## src/include/cpu_defs.svh

```systemverilog
`ifndef CPU_DEFS_SVH
`define CPU_DEFS_SVH

`define CPU_XLEN        32
`define CPU_RESET_PC    32'h0000_0000
`define CPU_TRAP_VECTOR 32'h0000_0100
`define CPU_NOP         32'h0000_0013  // ADDI x0, x0, 0

`define CPU_OP_R      7'b0110011
`define CPU_OP_I      7'b0010011
`define CPU_OP_LOAD   7'b0000011
`define CPU_OP_STORE  7'b0100011
`define CPU_OP_BRANCH 7'b1100011
`define CPU_OP_SYSTEM 7'b1110011

`define CPU_F3_ADD   3'b000
`define CPU_F3_XOR   3'b100
`define CPU_F3_OR    3'b110
`define CPU_F3_AND   3'b111
`define CPU_F3_WORD  3'b010  // LW and SW
`define CPU_F3_BEQ   3'b000
`define CPU_F7_SUB   7'b0100000
`define CPU_F12_MRET 12'h302

`define CPU_FWD_NONE 2'd0
`define CPU_FWD_WB   2'd1
`define CPU_FWD_MEM  2'd2

`endif

```

## src/logic/cpu_pkg.sv

```systemverilog
`default_nettype none

`include "cpu_defs.svh"

package cpu_pkg;

  typedef logic [`CPU_XLEN-1:0] word_t;
  typedef logic [4:0]           reg_addr_t;
  typedef logic [2:0]           alu_op_t;
  typedef logic [1:0]           fwd_sel_t;

  localparam alu_op_t ALU_ADD = 3'd0;
  localparam alu_op_t ALU_SUB = 3'd1;
  localparam alu_op_t ALU_AND = 3'd2;
  localparam alu_op_t ALU_OR  = 3'd3;
  localparam alu_op_t ALU_XOR = 3'd4;

  typedef enum logic [1:0] {
    IRQ_IDLE,
    IRQ_DRAIN1,
    IRQ_DRAIN2
  } irq_state_t;

  typedef struct packed {
    alu_op_t alu_op;
    logic    alu_src_imm;
    logic    reg_write;
    logic    mem_read;
    logic    mem_write;
    logic    branch;
    logic    mret;
  } ctrl_t;

  typedef struct packed {
    word_t     pc;
    reg_addr_t rs1;
    reg_addr_t rs2;
    reg_addr_t rd;
    word_t     imm;
    word_t     rd1;
    word_t     rd2;
    logic      valid;
    ctrl_t     ctrl;
  } dec_bundle_t;

  typedef struct packed {
    logic      we;
    reg_addr_t rd;
    word_t     data;
  } wb_port_t;

  typedef struct packed {
    logic  branch_taken;
    word_t target;
  } redirect_t;

  typedef struct packed {
    reg_addr_t rs1_d;
    reg_addr_t rs2_d;
    reg_addr_t rs1_e;
    reg_addr_t rs2_e;
    reg_addr_t rd_e;
    logic      mem_read_e;
    reg_addr_t rd_m;
    logic      reg_write_m;
    reg_addr_t rd_w;
    logic      reg_write_w;
  } hazard_view_t;

  typedef struct packed {
    word_t pc;
    logic  valid;
  } ex_pc_t;

  typedef struct packed {
    logic trap_stages;
    logic trap_pc;
    logic stall_f;
    logic stall_d;
    logic stall_e;
    logic stall_m;
    logic flush_f;
    logic flush_d;
    logic flush_e;
    logic flush_m;
  } irq_req_t;

  typedef struct packed {
    logic stall_f;
    logic stall_d;
    logic stall_e;
    logic flush_d;
    logic flush_e;
    logic flush_m;
  } pipe_ctrl_t;

endpackage

`default_nettype wire

```

## src/logic/cpu_control.sv

```systemverilog
`default_nettype none
`timescale 1ns/1ps

`include "cpu_defs.svh"

module cpu_control
  import cpu_pkg::*;
(
  input  word_t instr,
  output ctrl_t ctrl,
  output word_t imm
);

  logic [6:0] opcode;
  logic [2:0] funct3;
  logic [6:0] funct7;

  assign opcode = instr[6:0];
  assign funct3 = instr[14:12];
  assign funct7 = instr[31:25];

  always_comb begin
    ctrl = '0;  // Anything not matched below leaves every write enable low
    imm  = {{20{instr[31]}}, instr[31:20]};
    case (opcode)
      `CPU_OP_R: begin
        ctrl.reg_write = 1'b1;
        case (funct3)
          `CPU_F3_ADD: ctrl.alu_op = (funct7 == `CPU_F7_SUB) ? ALU_SUB : ALU_ADD;
          `CPU_F3_XOR: ctrl.alu_op = ALU_XOR;
          `CPU_F3_OR:  ctrl.alu_op = ALU_OR;
          `CPU_F3_AND: ctrl.alu_op = ALU_AND;
          default:     ctrl.reg_write = 1'b0;
        endcase
      end
      `CPU_OP_I: begin
        ctrl.alu_src_imm = (funct3 == `CPU_F3_ADD);
        ctrl.reg_write   = (funct3 == `CPU_F3_ADD);  // ADDI only
      end
      `CPU_OP_LOAD: begin
        ctrl.alu_src_imm = 1'b1;
        ctrl.reg_write   = (funct3 == `CPU_F3_WORD);
        ctrl.mem_read    = (funct3 == `CPU_F3_WORD);
      end
      `CPU_OP_STORE: begin
        ctrl.alu_src_imm = 1'b1;
        ctrl.mem_write   = (funct3 == `CPU_F3_WORD);
        imm = {{20{instr[31]}}, instr[31:25], instr[11:7]};
      end
      `CPU_OP_BRANCH: begin
        ctrl.alu_op = ALU_SUB;
        ctrl.branch = (funct3 == `CPU_F3_BEQ);
        imm = {{19{instr[31]}}, instr[31], instr[7], instr[30:25], instr[11:8], 1'b0};
      end
      `CPU_OP_SYSTEM: begin
        ctrl.mret = (instr[31:20] == `CPU_F12_MRET);
      end
      default: begin
        ctrl = '0;
      end
    endcase
  end

endmodule

`default_nettype wire

```

## src/logic/cpu_register_file.sv

```systemverilog
`default_nettype none
`timescale 1ns/1ps

module cpu_register_file
  import cpu_pkg::*;
(
  input  logic      clk,
  input  logic      rst_n,
  input  reg_addr_t ra1,
  input  reg_addr_t ra2,
  output word_t     rd1,
  output word_t     rd2,
  input  wb_port_t  wb
);

  word_t regs [1:31];  // x0 has no storage

  always_ff @(posedge clk) begin
    if (wb.we && wb.rd != '0) begin
      regs[wb.rd] <= wb.data;
    end
  end

  // A write in flight is handed straight to a reader of the same register
  assign rd1 = (ra1 == '0) ? '0 : (wb.we && wb.rd == ra1) ? wb.data : regs[ra1];
  assign rd2 = (ra2 == '0) ? '0 : (wb.we && wb.rd == ra2) ? wb.data : regs[ra2];

  a_x0_stays_zero: assert property (@(posedge clk) disable iff (!rst_n)
    (wb.we && wb.rd == '0) |=> (ra1 != '0 || rd1 == '0) && (ra2 != '0 || rd2 == '0))
    else $error("x0 read back nonzero after a write to it");

endmodule

`default_nettype wire

```

## src/logic/cpu_hazard_unit.sv

```systemverilog
`default_nettype none
`timescale 1ns/1ps

`include "cpu_defs.svh"

module cpu_hazard_unit
  import cpu_pkg::*;
(
  input  hazard_view_t view,
  input  redirect_t    redir,
  input  irq_req_t     ireq,
  output fwd_sel_t     fwd_a,
  output fwd_sel_t     fwd_b,
  output pipe_ctrl_t   pctl
);

  logic load_use;

  // Memory stage holds the younger result so it is checked first
  function automatic fwd_sel_t pick_fwd(reg_addr_t rs, hazard_view_t v);
    fwd_sel_t sel;
    sel = `CPU_FWD_NONE;
    if (rs != '0 && v.reg_write_m && v.rd_m == rs) begin
      sel = `CPU_FWD_MEM;
    end else if (rs != '0 && v.reg_write_w && v.rd_w == rs) begin
      sel = `CPU_FWD_WB;
    end
    return sel;
  endfunction

  assign fwd_a = pick_fwd(view.rs1_e, view);
  assign fwd_b = pick_fwd(view.rs2_e, view);

  assign load_use = view.mem_read_e && view.rd_e != '0 &&
                    (view.rd_e == view.rs1_d || view.rd_e == view.rs2_d);

  always_comb begin
    if (ireq.trap_stages) begin  // The trap sequence owns the pipeline
      pctl.stall_f = ireq.stall_f;
      pctl.stall_d = ireq.stall_d;
      pctl.stall_e = ireq.stall_e;
      pctl.flush_d = ireq.flush_d;
      pctl.flush_e = ireq.flush_e;
      pctl.flush_m = ireq.flush_m;
    end else begin
      pctl.stall_f = load_use;
      pctl.stall_d = load_use;
      pctl.stall_e = 1'b0;
      pctl.flush_d = redir.branch_taken;
      pctl.flush_e = load_use || redir.branch_taken;
      pctl.flush_m = 1'b0;
    end
  end

  a_no_fwd_x0: assert final (!((fwd_a != `CPU_FWD_NONE && view.rs1_e == '0) ||
                               (fwd_b != `CPU_FWD_NONE && view.rs2_e == '0)))
    else $error("operand forwarded for source x0");

endmodule

`default_nettype wire

```

## src/logic/cpu_irq_control.sv

```systemverilog
`default_nettype none
`timescale 1ns/1ps

module cpu_irq_control
  import cpu_pkg::*;
(
  input  logic     clk,
  input  logic     rst_n,
  input  logic     irq,
  output irq_req_t ireq,
  output logic     trap_pc
);

  irq_state_t state_q;
  irq_state_t state_next;
  logic       irq_q;
  logic       pending_q;
  logic       ack;

  always_ff @(posedge clk or negedge rst_n) begin
    if (!rst_n) begin
      irq_q     <= 1'b0;
      pending_q <= 1'b0;
      state_q   <= IRQ_IDLE;
    end else begin
      irq_q   <= irq;
      state_q <= state_next;
      if (irq && !irq_q) begin
        pending_q <= 1'b1;  // A new edge is never lost to an ack
      end else if (ack) begin
        pending_q <= 1'b0;
      end
    end
  end

  // ------------------------------------------------------------------------
  // Older work drains through M and W while F, D and E wait
  always_comb begin
    ireq       = '0;
    ack        = 1'b0;
    state_next = state_q;
    case (state_q)
      IRQ_IDLE: begin
        if (pending_q) begin
          ireq.trap_stages = 1'b1;
          ireq.stall_f     = 1'b1;
          ireq.stall_d     = 1'b1;
          ireq.stall_e     = 1'b1;
          ireq.flush_m     = 1'b1;
          ack              = 1'b1;
          state_next       = IRQ_DRAIN1;
        end
      end
      IRQ_DRAIN1: begin
        ireq.trap_stages = 1'b1;
        ireq.stall_f     = 1'b1;
        ireq.stall_d     = 1'b1;
        ireq.stall_e     = 1'b1;
        ireq.flush_m     = 1'b1;
        state_next       = IRQ_DRAIN2;
      end
      IRQ_DRAIN2: begin
        ireq.trap_stages = 1'b1;
        ireq.stall_f     = 1'b1;
        ireq.stall_d     = 1'b1;
        ireq.stall_e     = 1'b1;
        ireq.flush_d     = 1'b1;  // Flush wins over the stall
        ireq.flush_e     = 1'b1;
        ireq.flush_m     = 1'b1;
        ireq.trap_pc     = 1'b1;
        state_next       = IRQ_IDLE;
      end
      default: state_next = IRQ_IDLE;
    endcase
  end

  assign trap_pc = ireq.trap_pc;

  a_trap_pc_pulse: assert property (@(posedge clk) disable iff (!rst_n)
    trap_pc |=> !trap_pc)
    else $error("trap_pc held for two cycles");

endmodule

`default_nettype wire

```

## src/logic/cpu_front_end.sv

```systemverilog
`default_nettype none
`timescale 1ns/1ps

`include "cpu_defs.svh"

module cpu_front_end
  import cpu_pkg::*;
(
  input  logic            clk,
  input  logic            rst_n,
  output word_t           instr_addr,
  input  word_t           instr_data,
  input  pipe_ctrl_t      pctl,
  input  redirect_t       redir,
  input  ex_pc_t          ex_pc,
  input  logic            trap_pc,
  input  wb_port_t        wb,
  output dec_bundle_t     dec,
  output reg_addr_t [1:0] view_d  // [0] is rs1, [1] is rs2
);

  word_t pc_q;
  word_t pc_next;
  word_t mepc_q;
  word_t pc_d;
  word_t instr_d;
  logic  valid_d;
  logic  mret_go;
  ctrl_t ctrl_raw;
  word_t imm_d;
  word_t rd1_d;
  word_t rd2_d;

  // ------------------------------------------------------------------------
  // Fetch
  assign mret_go = valid_d && ctrl_raw.mret && !pctl.stall_d && !pctl.flush_d;
  assign pc_next = mret_go ? mepc_q : redir.branch_taken ? redir.target : pc_q + 32'd4;

  always_ff @(posedge clk or negedge rst_n) begin
    if (!rst_n) begin
      pc_q <= `CPU_RESET_PC;
    end else if (trap_pc) begin
      pc_q <= `CPU_TRAP_VECTOR;
    end else if (!pctl.stall_f) begin
      pc_q <= pc_next;
    end
  end

  // Return address is the oldest instruction that has not finished
  always_ff @(posedge clk or negedge rst_n) begin
    if (!rst_n) begin
      mepc_q <= `CPU_RESET_PC;
    end else if (trap_pc) begin
      mepc_q <= ex_pc.valid ? ex_pc.pc : valid_d ? pc_d : pc_q;
    end
  end

  assign instr_addr = pc_q;

  // ------------------------------------------------------------------------
  // Decode
  always_ff @(posedge clk or negedge rst_n) begin
    if (!rst_n) begin
      pc_d    <= `CPU_RESET_PC;
      instr_d <= `CPU_NOP;
      valid_d <= 1'b0;
    end else if (pctl.flush_d || mret_go) begin
      instr_d <= `CPU_NOP;
      valid_d <= 1'b0;
    end else if (!pctl.stall_d) begin
      pc_d    <= pc_q;
      instr_d <= instr_data;
      valid_d <= 1'b1;
    end
  end

  cpu_control u_control (
    .instr (instr_d),
    .ctrl  (ctrl_raw),
    .imm   (imm_d)
  );

  cpu_register_file u_regfile (
    .clk   (clk),
    .rst_n (rst_n),
    .ra1   (instr_d[19:15]),
    .ra2   (instr_d[24:20]),
    .rd1   (rd1_d),
    .rd2   (rd2_d),
    .wb    (wb)
  );

  always_comb begin
    dec.pc    = pc_d;
    dec.rs1   = instr_d[19:15];
    dec.rs2   = instr_d[24:20];
    dec.rd    = instr_d[11:7];
    dec.imm   = imm_d;
    dec.rd1   = rd1_d;
    dec.rd2   = rd2_d;
    dec.valid = valid_d;
    dec.ctrl  = valid_d ? ctrl_raw : '0;  // Bubbles carry no write enables
  end

  assign view_d[0] = instr_d[19:15];
  assign view_d[1] = instr_d[24:20];

endmodule

`default_nettype wire

```

## src/logic/cpu_back_end.sv

```systemverilog
`default_nettype none
`timescale 1ns/1ps

`include "cpu_defs.svh"

module cpu_back_end
  import cpu_pkg::*;
(
  input  logic         clk,
  input  logic         rst_n,
  input  dec_bundle_t  dec,
  input  pipe_ctrl_t   pctl,
  input  fwd_sel_t     fwd_a,
  input  fwd_sel_t     fwd_b,
  output hazard_view_t view,
  output ex_pc_t       ex_pc,
  output redirect_t    redir,
  output wb_port_t     wb,
  output word_t        data_addr,
  output word_t        data_wdata,
  output logic         data_we,
  input  word_t        data_rdata
);

  localparam dec_bundle_t EX_BUBBLE = '0;

  dec_bundle_t ex_q;
  word_t       op_a;
  word_t       op_b;
  word_t       alu_b;
  word_t       alu_y;
  logic        reg_write_m;
  logic        mem_read_m;
  logic        mem_write_m;
  reg_addr_t   rd_m;
  word_t       alu_m;
  word_t       store_m;
  logic        reg_write_w;
  logic        mem_read_w;
  reg_addr_t   rd_w;
  word_t       alu_w;
  word_t       load_w;
  word_t       wb_data;

  function automatic word_t fwd_pick(fwd_sel_t sel, word_t reg_val, word_t mem_val,
                                     word_t wb_val);
    case (sel)
      `CPU_FWD_MEM: return mem_val;
      `CPU_FWD_WB:  return wb_val;
      default:      return reg_val;
    endcase
  endfunction

  // ------------------------------------------------------------------------
  // Execute
  always_ff @(posedge clk or negedge rst_n) begin
    if (!rst_n) begin
      ex_q <= EX_BUBBLE;
    end else if (pctl.flush_e) begin
      ex_q <= EX_BUBBLE;
    end else if (!pctl.stall_e) begin
      ex_q <= dec;
    end
  end

  assign op_a  = fwd_pick(fwd_a, ex_q.rd1, alu_m, wb_data);
  assign op_b  = fwd_pick(fwd_b, ex_q.rd2, alu_m, wb_data);
  assign alu_b = ex_q.ctrl.alu_src_imm ? ex_q.imm : op_b;

  always_comb begin
    case (ex_q.ctrl.alu_op)
      ALU_SUB: alu_y = op_a - alu_b;
      ALU_AND: alu_y = op_a & alu_b;
      ALU_OR:  alu_y = op_a | alu_b;
      ALU_XOR: alu_y = op_a ^ alu_b;
      default: alu_y = op_a + alu_b;
    endcase
  end

  assign redir.branch_taken = ex_q.ctrl.branch && (op_a == op_b);
  assign redir.target       = ex_q.pc + ex_q.imm;
  assign ex_pc.pc           = ex_q.pc;
  assign ex_pc.valid        = ex_q.valid;

  // ------------------------------------------------------------------------
  // Memory
  always_ff @(posedge clk or negedge rst_n) begin
    if (!rst_n) begin
      reg_write_m <= 1'b0;
      mem_read_m  <= 1'b0;
      mem_write_m <= 1'b0;
    end else if (pctl.flush_m) begin
      reg_write_m <= 1'b0;
      mem_read_m  <= 1'b0;
      mem_write_m <= 1'b0;
    end else begin
      reg_write_m <= ex_q.ctrl.reg_write;
      mem_read_m  <= ex_q.ctrl.mem_read;
      mem_write_m <= ex_q.ctrl.mem_write;
    end
  end

  always_ff @(posedge clk) begin
    rd_m    <= ex_q.rd;
    alu_m   <= alu_y;
    store_m <= op_b;
  end

  assign data_addr  = alu_m;
  assign data_wdata = store_m;
  assign data_we    = mem_write_m;

  // ------------------------------------------------------------------------
  // Writeback
  always_ff @(posedge clk or negedge rst_n) begin
    if (!rst_n) begin
      reg_write_w <= 1'b0;
      mem_read_w  <= 1'b0;
    end else begin
      reg_write_w <= reg_write_m;
      mem_read_w  <= mem_read_m;
    end
  end

  always_ff @(posedge clk) begin
    rd_w   <= rd_m;
    alu_w  <= alu_m;
    load_w <= data_rdata;
  end

  assign wb_data = mem_read_w ? load_w : alu_w;
  assign wb.we   = reg_write_w;
  assign wb.rd   = rd_w;
  assign wb.data = wb_data;

  always_comb begin
    view.rs1_d       = '0;  // Decode sources come from the front end
    view.rs2_d       = '0;
    view.rs1_e       = ex_q.rs1;
    view.rs2_e       = ex_q.rs2;
    view.rd_e        = ex_q.rd;
    view.mem_read_e  = ex_q.ctrl.mem_read;
    view.rd_m        = rd_m;
    view.reg_write_m = reg_write_m;
    view.rd_w        = rd_w;
    view.reg_write_w = reg_write_w;
  end

endmodule

`default_nettype wire

```

## src/logic/pipelined_cpu.sv

```systemverilog
`default_nettype none
`timescale 1ns/1ps

module pipelined_cpu
  import cpu_pkg::*;
(
  input  logic  clk,
  input  logic  rst_n,
  output word_t instr_addr,
  input  word_t instr_data,
  output word_t data_addr,
  output word_t data_wdata,
  output logic  data_we,
  input  word_t data_rdata,
  input  logic  irq
);

  dec_bundle_t     dec;
  wb_port_t        wb;
  redirect_t       redir;
  ex_pc_t          ex_pc;
  hazard_view_t    be_view;
  hazard_view_t    view;
  reg_addr_t [1:0] view_d;
  irq_req_t        ireq;
  pipe_ctrl_t      pctl;
  fwd_sel_t        fwd_a;
  fwd_sel_t        fwd_b;
  logic            trap_pc;

  cpu_front_end u_front (
    .clk        (clk),
    .rst_n      (rst_n),
    .instr_addr (instr_addr),
    .instr_data (instr_data),
    .pctl       (pctl),
    .redir      (redir),
    .ex_pc      (ex_pc),
    .trap_pc    (trap_pc),
    .wb         (wb),
    .dec        (dec),
    .view_d     (view_d)
  );

  cpu_back_end u_back (
    .clk        (clk),
    .rst_n      (rst_n),
    .dec        (dec),
    .pctl       (pctl),
    .fwd_a      (fwd_a),
    .fwd_b      (fwd_b),
    .view       (be_view),
    .ex_pc      (ex_pc),
    .redir      (redir),
    .wb         (wb),
    .data_addr  (data_addr),
    .data_wdata (data_wdata),
    .data_we    (data_we),
    .data_rdata (data_rdata)
  );

  // Hazard view is the back end's fields plus the decode sources
  always_comb begin
    view       = be_view;
    view.rs1_d = view_d[0];
    view.rs2_d = view_d[1];
  end

  cpu_hazard_unit u_hazard (
    .view  (view),
    .redir (redir),
    .ireq  (ireq),
    .fwd_a (fwd_a),
    .fwd_b (fwd_b),
    .pctl  (pctl)
  );

  cpu_irq_control u_irq (
    .clk     (clk),
    .rst_n   (rst_n),
    .irq     (irq),
    .ireq    (ireq),
    .trap_pc (trap_pc)
  );

endmodule

`default_nettype wire

```

## config.mk

```make
export PLATFORM = sky130hd
export DESIGN_NAME = pipelined_cpu
export DESIGN_NICKNAME = d
export VERILOG_FILES = /design/src/logic/cpu_pkg.sv /design/src/logic/cpu_control.sv /design/src/logic/cpu_register_file.sv /design/src/logic/cpu_hazard_unit.sv /design/src/logic/cpu_irq_control.sv /design/src/logic/cpu_front_end.sv /design/src/logic/cpu_back_end.sv /design/src/logic/pipelined_cpu.sv
export VERILOG_INCLUDE_DIRS = /design/src /design/src/include
export SDC_FILE = /design/constraint.sdc
export NUM_CORES = 2
export LEC_CHECK = 0
export BUFFER_PORTS_ARGS = -buffer_cell sky130_fd_sc_hd__buf_4
export CORE_ASPECT_RATIO = 2
export CORE_MARGIN = 2
export CORE_UTILIZATION = 65
export DETAILED_ROUTE_END_ITERATION = 12
export GPL_TIMING_DRIVEN = 0
export PLACE_DENSITY_LB_ADDON = 0.08
export REMOVE_ABC_BUFFERS = 1
export SYNTH_ARGS = -nofsm -noshare
export SYNTH_HDL_FRONTEND = slang
export SYNTH_SLANG_ARGS = --single-unit
```

## constraint.sdc

```tcl
create_clock -name clk -period 9.15 [get_ports clk]
set_clock_uncertainty 0.2 [all_clocks]
set_input_delay 1.83 -clock clk [delete_from_list [all_inputs] [get_ports clk]]
set_output_delay 1.83 -clock clk [all_outputs]
set_load 0.01 [all_outputs]
```

==> results.toml <==
[outcome]
outcome = "complete, no violations"

[placed_design]
postPlaceCellArea_mm2 = 0.0755
io_buffers = 163
finalWeightedCongestion = 0.959
place_ws_ns = 0.987
hpwl_um = 148000

[cts]
clk_pin_slew_ns = 0.07
cts_root_buf = "clkbuf_16"
tritoncts = "built"
cts_num_sinks = 1401
cts_resized = 0
hold_buffers = 0
cts_buffers = 117
postCtsSetupBuffers = 0
clock_path_buffers = 3
insertion_delay_ns = 0.79
htreeDepth = 3

[logic_synthesis]
ys.warnings.count = 0
synthCells = 5029
ys_types = 91
ys_async_sr_fraction_pct = 19.3
synth_seq_cells = 1401
synth_edf_count = 992
synth-seq-area-share_pct = 55.8
netlist_top_cells_count = "992 x edfxtp_1, 450 x mux4_2, 289 x o21ai_0"
synth.largest_area_cell = "edfxtp_1"
syn_avg_cell_area_um2 = 14.0
ys_top_cells_by_area = "edfxtp_1 42%, mux4_2 14%, dfrtp_1 9.5%"
syn_area_mm2 = 0.0705
yosysMostFrequentCell = "edfxtp_1"
yosys_most_used_dff = "edfxtp_1"
synth_top_area_share_pct = 42.2

[power_and_ir_drop]
clkPwrFrac_pct = 18.6
p_comb_share_pct = 48.2
switching_share_pct = 41.3
switchingPower_w = 0.0117
p_leak_nw = 28.3
p_total_w = 0.0283
cellPowerDensity_mw_per_mm2 = 356
p_seq_share_pct = 33.1
peakVddDrop_uv = 384
p_int_w = 0.0166

[routing]
top_layer = "met5"
drt_iter0_drc = 7003
wl_per_cell_um = 34.0
wirelength_um = 225000
drt-met1-wl_um = 77400
drt-pass1-iter-count = 6
via_per_inst = 7.50
drtAntennaViolNets = 0
route.vias.total = 49519
drc = 0
wl_met3_um = 24000
met2WireLength_um = 105000

[hold_path]
hold_path_class = "reg -> reg"
hold_path.startpoint = "u_back.mem_read_m"

[timing]
worstMarginPinSlew_ns = 1.38
slew_violations = 0
setup_viol = 0
rsz0062_at_grt = "no"
min_period_ns = 7.89
setup_ws_ns = 1.26
slew_headroom_pct = 7.81
hold_viol = 0
clock.fmax_ghz = 0.127
finalCritPeriodShare_pct = 86.2

[worst_setup_path]
reg2regPathDepth = 15
cp_slowest_cell = "nand2_1"
setup.worst_path.start = "u_back.view[24]"
start_kind = "flop"
critPathTopFamily = "simple AND/OR/NAND/NOR gates"
cp_max_fo = 38
cp_data_required_time_ns = 9.55
cp.arrival_ns = 8.29
worstSetupPathDepth = 15
critPathCaptureType = "flop"
path_buf_inv = 4
cpPeakStageDelay_ns = 0.83
r2r_start = "u_back.view[24]"
r2r-end = "u_back.ex_q[16]"
worstSetupPathType = "reg -> reg"
rrSetupSlack_ns = 1.26
worstSetupEndpoint = "u_back.ex_q[16]"
cp_common_cell = "buf_12"
crit_chain = "or4_4, o211ai_2, or2_2, nand2_1, o22ai_1, a21oi_1, or4_1, nor4_4, buf_8, buf_6, nor2_4, buf_12, buf_12, nand2_2, o21ai_0"

[floorplanning]
num_rows = 171
core_mm2 = 0.108
fp.dieH_um = 470
die-area_mm2 = 0.111
start_util_pct = 65.3
num_io_pins = 164
die_w_um = 237

[layout]
nNetsFinal = 5317
syn_to_final_growth_pct = 12.8
drive_gt1_share_pct = 23.5
stdcell_area_mm2 = 0.0796

[global_route]
track_usage_pct = 40.5
grt_pass1_wl_um = 328000
antenna_found_initial = 8
grt_max_degree = 124
grt-ovfl-total = 0
grt_pass1_vias = 49805

[run]
max-cap-violations = 0
[stage by stage]
stage	instances	hold slack [ns]	utilization, %	TNS (ns)
detailed placement	6379	0.140	69.9	0
finish	6602	0.159	73.6	0
global placement	6204	0.138	66.6	-3028.60
global route	6602	0.166	73.6	0
floorplan	4657	0.131	-	-1177.25
CTS	6601	0.163	73.6	0
[registers in the layout, indices dropped and copies added (netlist names), 16 cells and up]
| name | count |
|---|---|
| u_back.ex_q | 84 |
| u_back.view | 16 |
| u_back.data_addr | 32 |
| u_front.mepc_q | 32 |
| u_back.alu_w | 32 |
| u_back.data_wdata | 32 |
| u_front.instr_d | 32 |
| u_front.pc_d | 32 |
| u_back.ex_pc | 33 |
| u_back.load_w | 32 |
| u_front.u_regfile.regs | 992 |
| u_front.instr_addr | 32 |
[cell type report]
type	instances	area, µm²
diodes	1	2.50
clock inverters	67	791
flip-flops and latches	1401	39400
multi-input cells	3134	29600
well taps	1384	1730
inverters	122	458
fillers	6610	28500
clock buffers	155	3230
repair buffers	338	4370
[power groups by stage]
stage	logic, W	registers, W	clock network (W)
after detailed placement	0.0132	0.00943	0
final	0.0136	0.00938	0.00528
after floorplan	0.00939	0.00980	0
after global routing	0.0144	0.00940	0.00553
after global placement	0.0124	0.0106	0
after CTS	0.0133	0.00930	0.00530
[worst register-to-register path: stages, from the launching register on]
cell	delay, ns
dfrtp_1	0.45
or4_4	0.60
o211ai_2	0.48
or2_2	0.79
nand2_1	0.87
o22ai_1	0.69
a21oi_1	0.13
or4_1	0.60
nor4_4	0.80
buf_8	0.27
buf_6	0.20
nor2_4	0.11
buf_12	0.24
buf_12	0.20
nand2_2	0.78
o21ai_0	0.33
[routing by layer]
metal | vias up | track usage, %
li1 | 20076 | -
met1 | 24840 | 51.8
met2 | 3651 | 62.7
met3 | 948 | 8.28
met4 | 4 | 28.1
met5 | - | 0
[worst min path at each step]
stage	to	slack, ns	cells past startpoint
2_1_floorplan	u_back.mem_read_w	0.13	0
3_3_place_gp	u_back.mem_read_w	0.14	0
3_5_place_dp	u_back.mem_read_w	0.14	0
4_1_cts	u_back.mem_read_w	0.16	0
5_1_grt	u_back.mem_read_w	0.17	0
6_report	u_back.mem_read_w	0.16	0
[logic make-up (layout without fill, tap and decap cells)]
kind of cell / Yosys count / in the layout / synth area share [%]
AND/OR/NAND/NOR: 788 / 788 / 5.18
adder cells (fa/ha/maj): 136 / 136 / 2.43
XOR/XNOR: 172 / 172 / 2.14
other: 0 / 1 / 0
buffers and inverters: 494 / 682 / 2.76
AO/OA/AOI/OAI: 1146 / 1146 / 10.8
flip-flops: 1401 / 1401 / 55.8
multiplexers: 892 / 892 / 20.9
[placed cells by master (no fill, tap or decap), drive strengths merged, types with 13 or more instances in the layout]
cell type  synthesis  final
a211oi            96     96
a21o              50     50
a21oi            265    265
a221oi            80     80
a22o              92     92
a22oi             26     26
a31oi             23     23
and2              16     16
and3              17     17
buf              119    338
clkbuf           253    155
clkinv             1     40
dfrtp            268    268
dfxtp            138    138
edfxtp           992    992
ha               134    134
inv              121    125
mux2             158    158
mux2i            284    284
mux4             450    450
nand2            273    273
nand2b            22     22
nand3             57     57
nand4             15     15
nor2             195    195
nor2b             13     13
nor3             103    103
nor4              17     17
o211ai            20     20
o21ai            298    298
o221a             13     13
o221ai            44     44
o22ai             29     29
o31ai             24     24
or2               16     16
xnor2            106    106
xor2              66     66
Power figures use the tool's default switching activity.
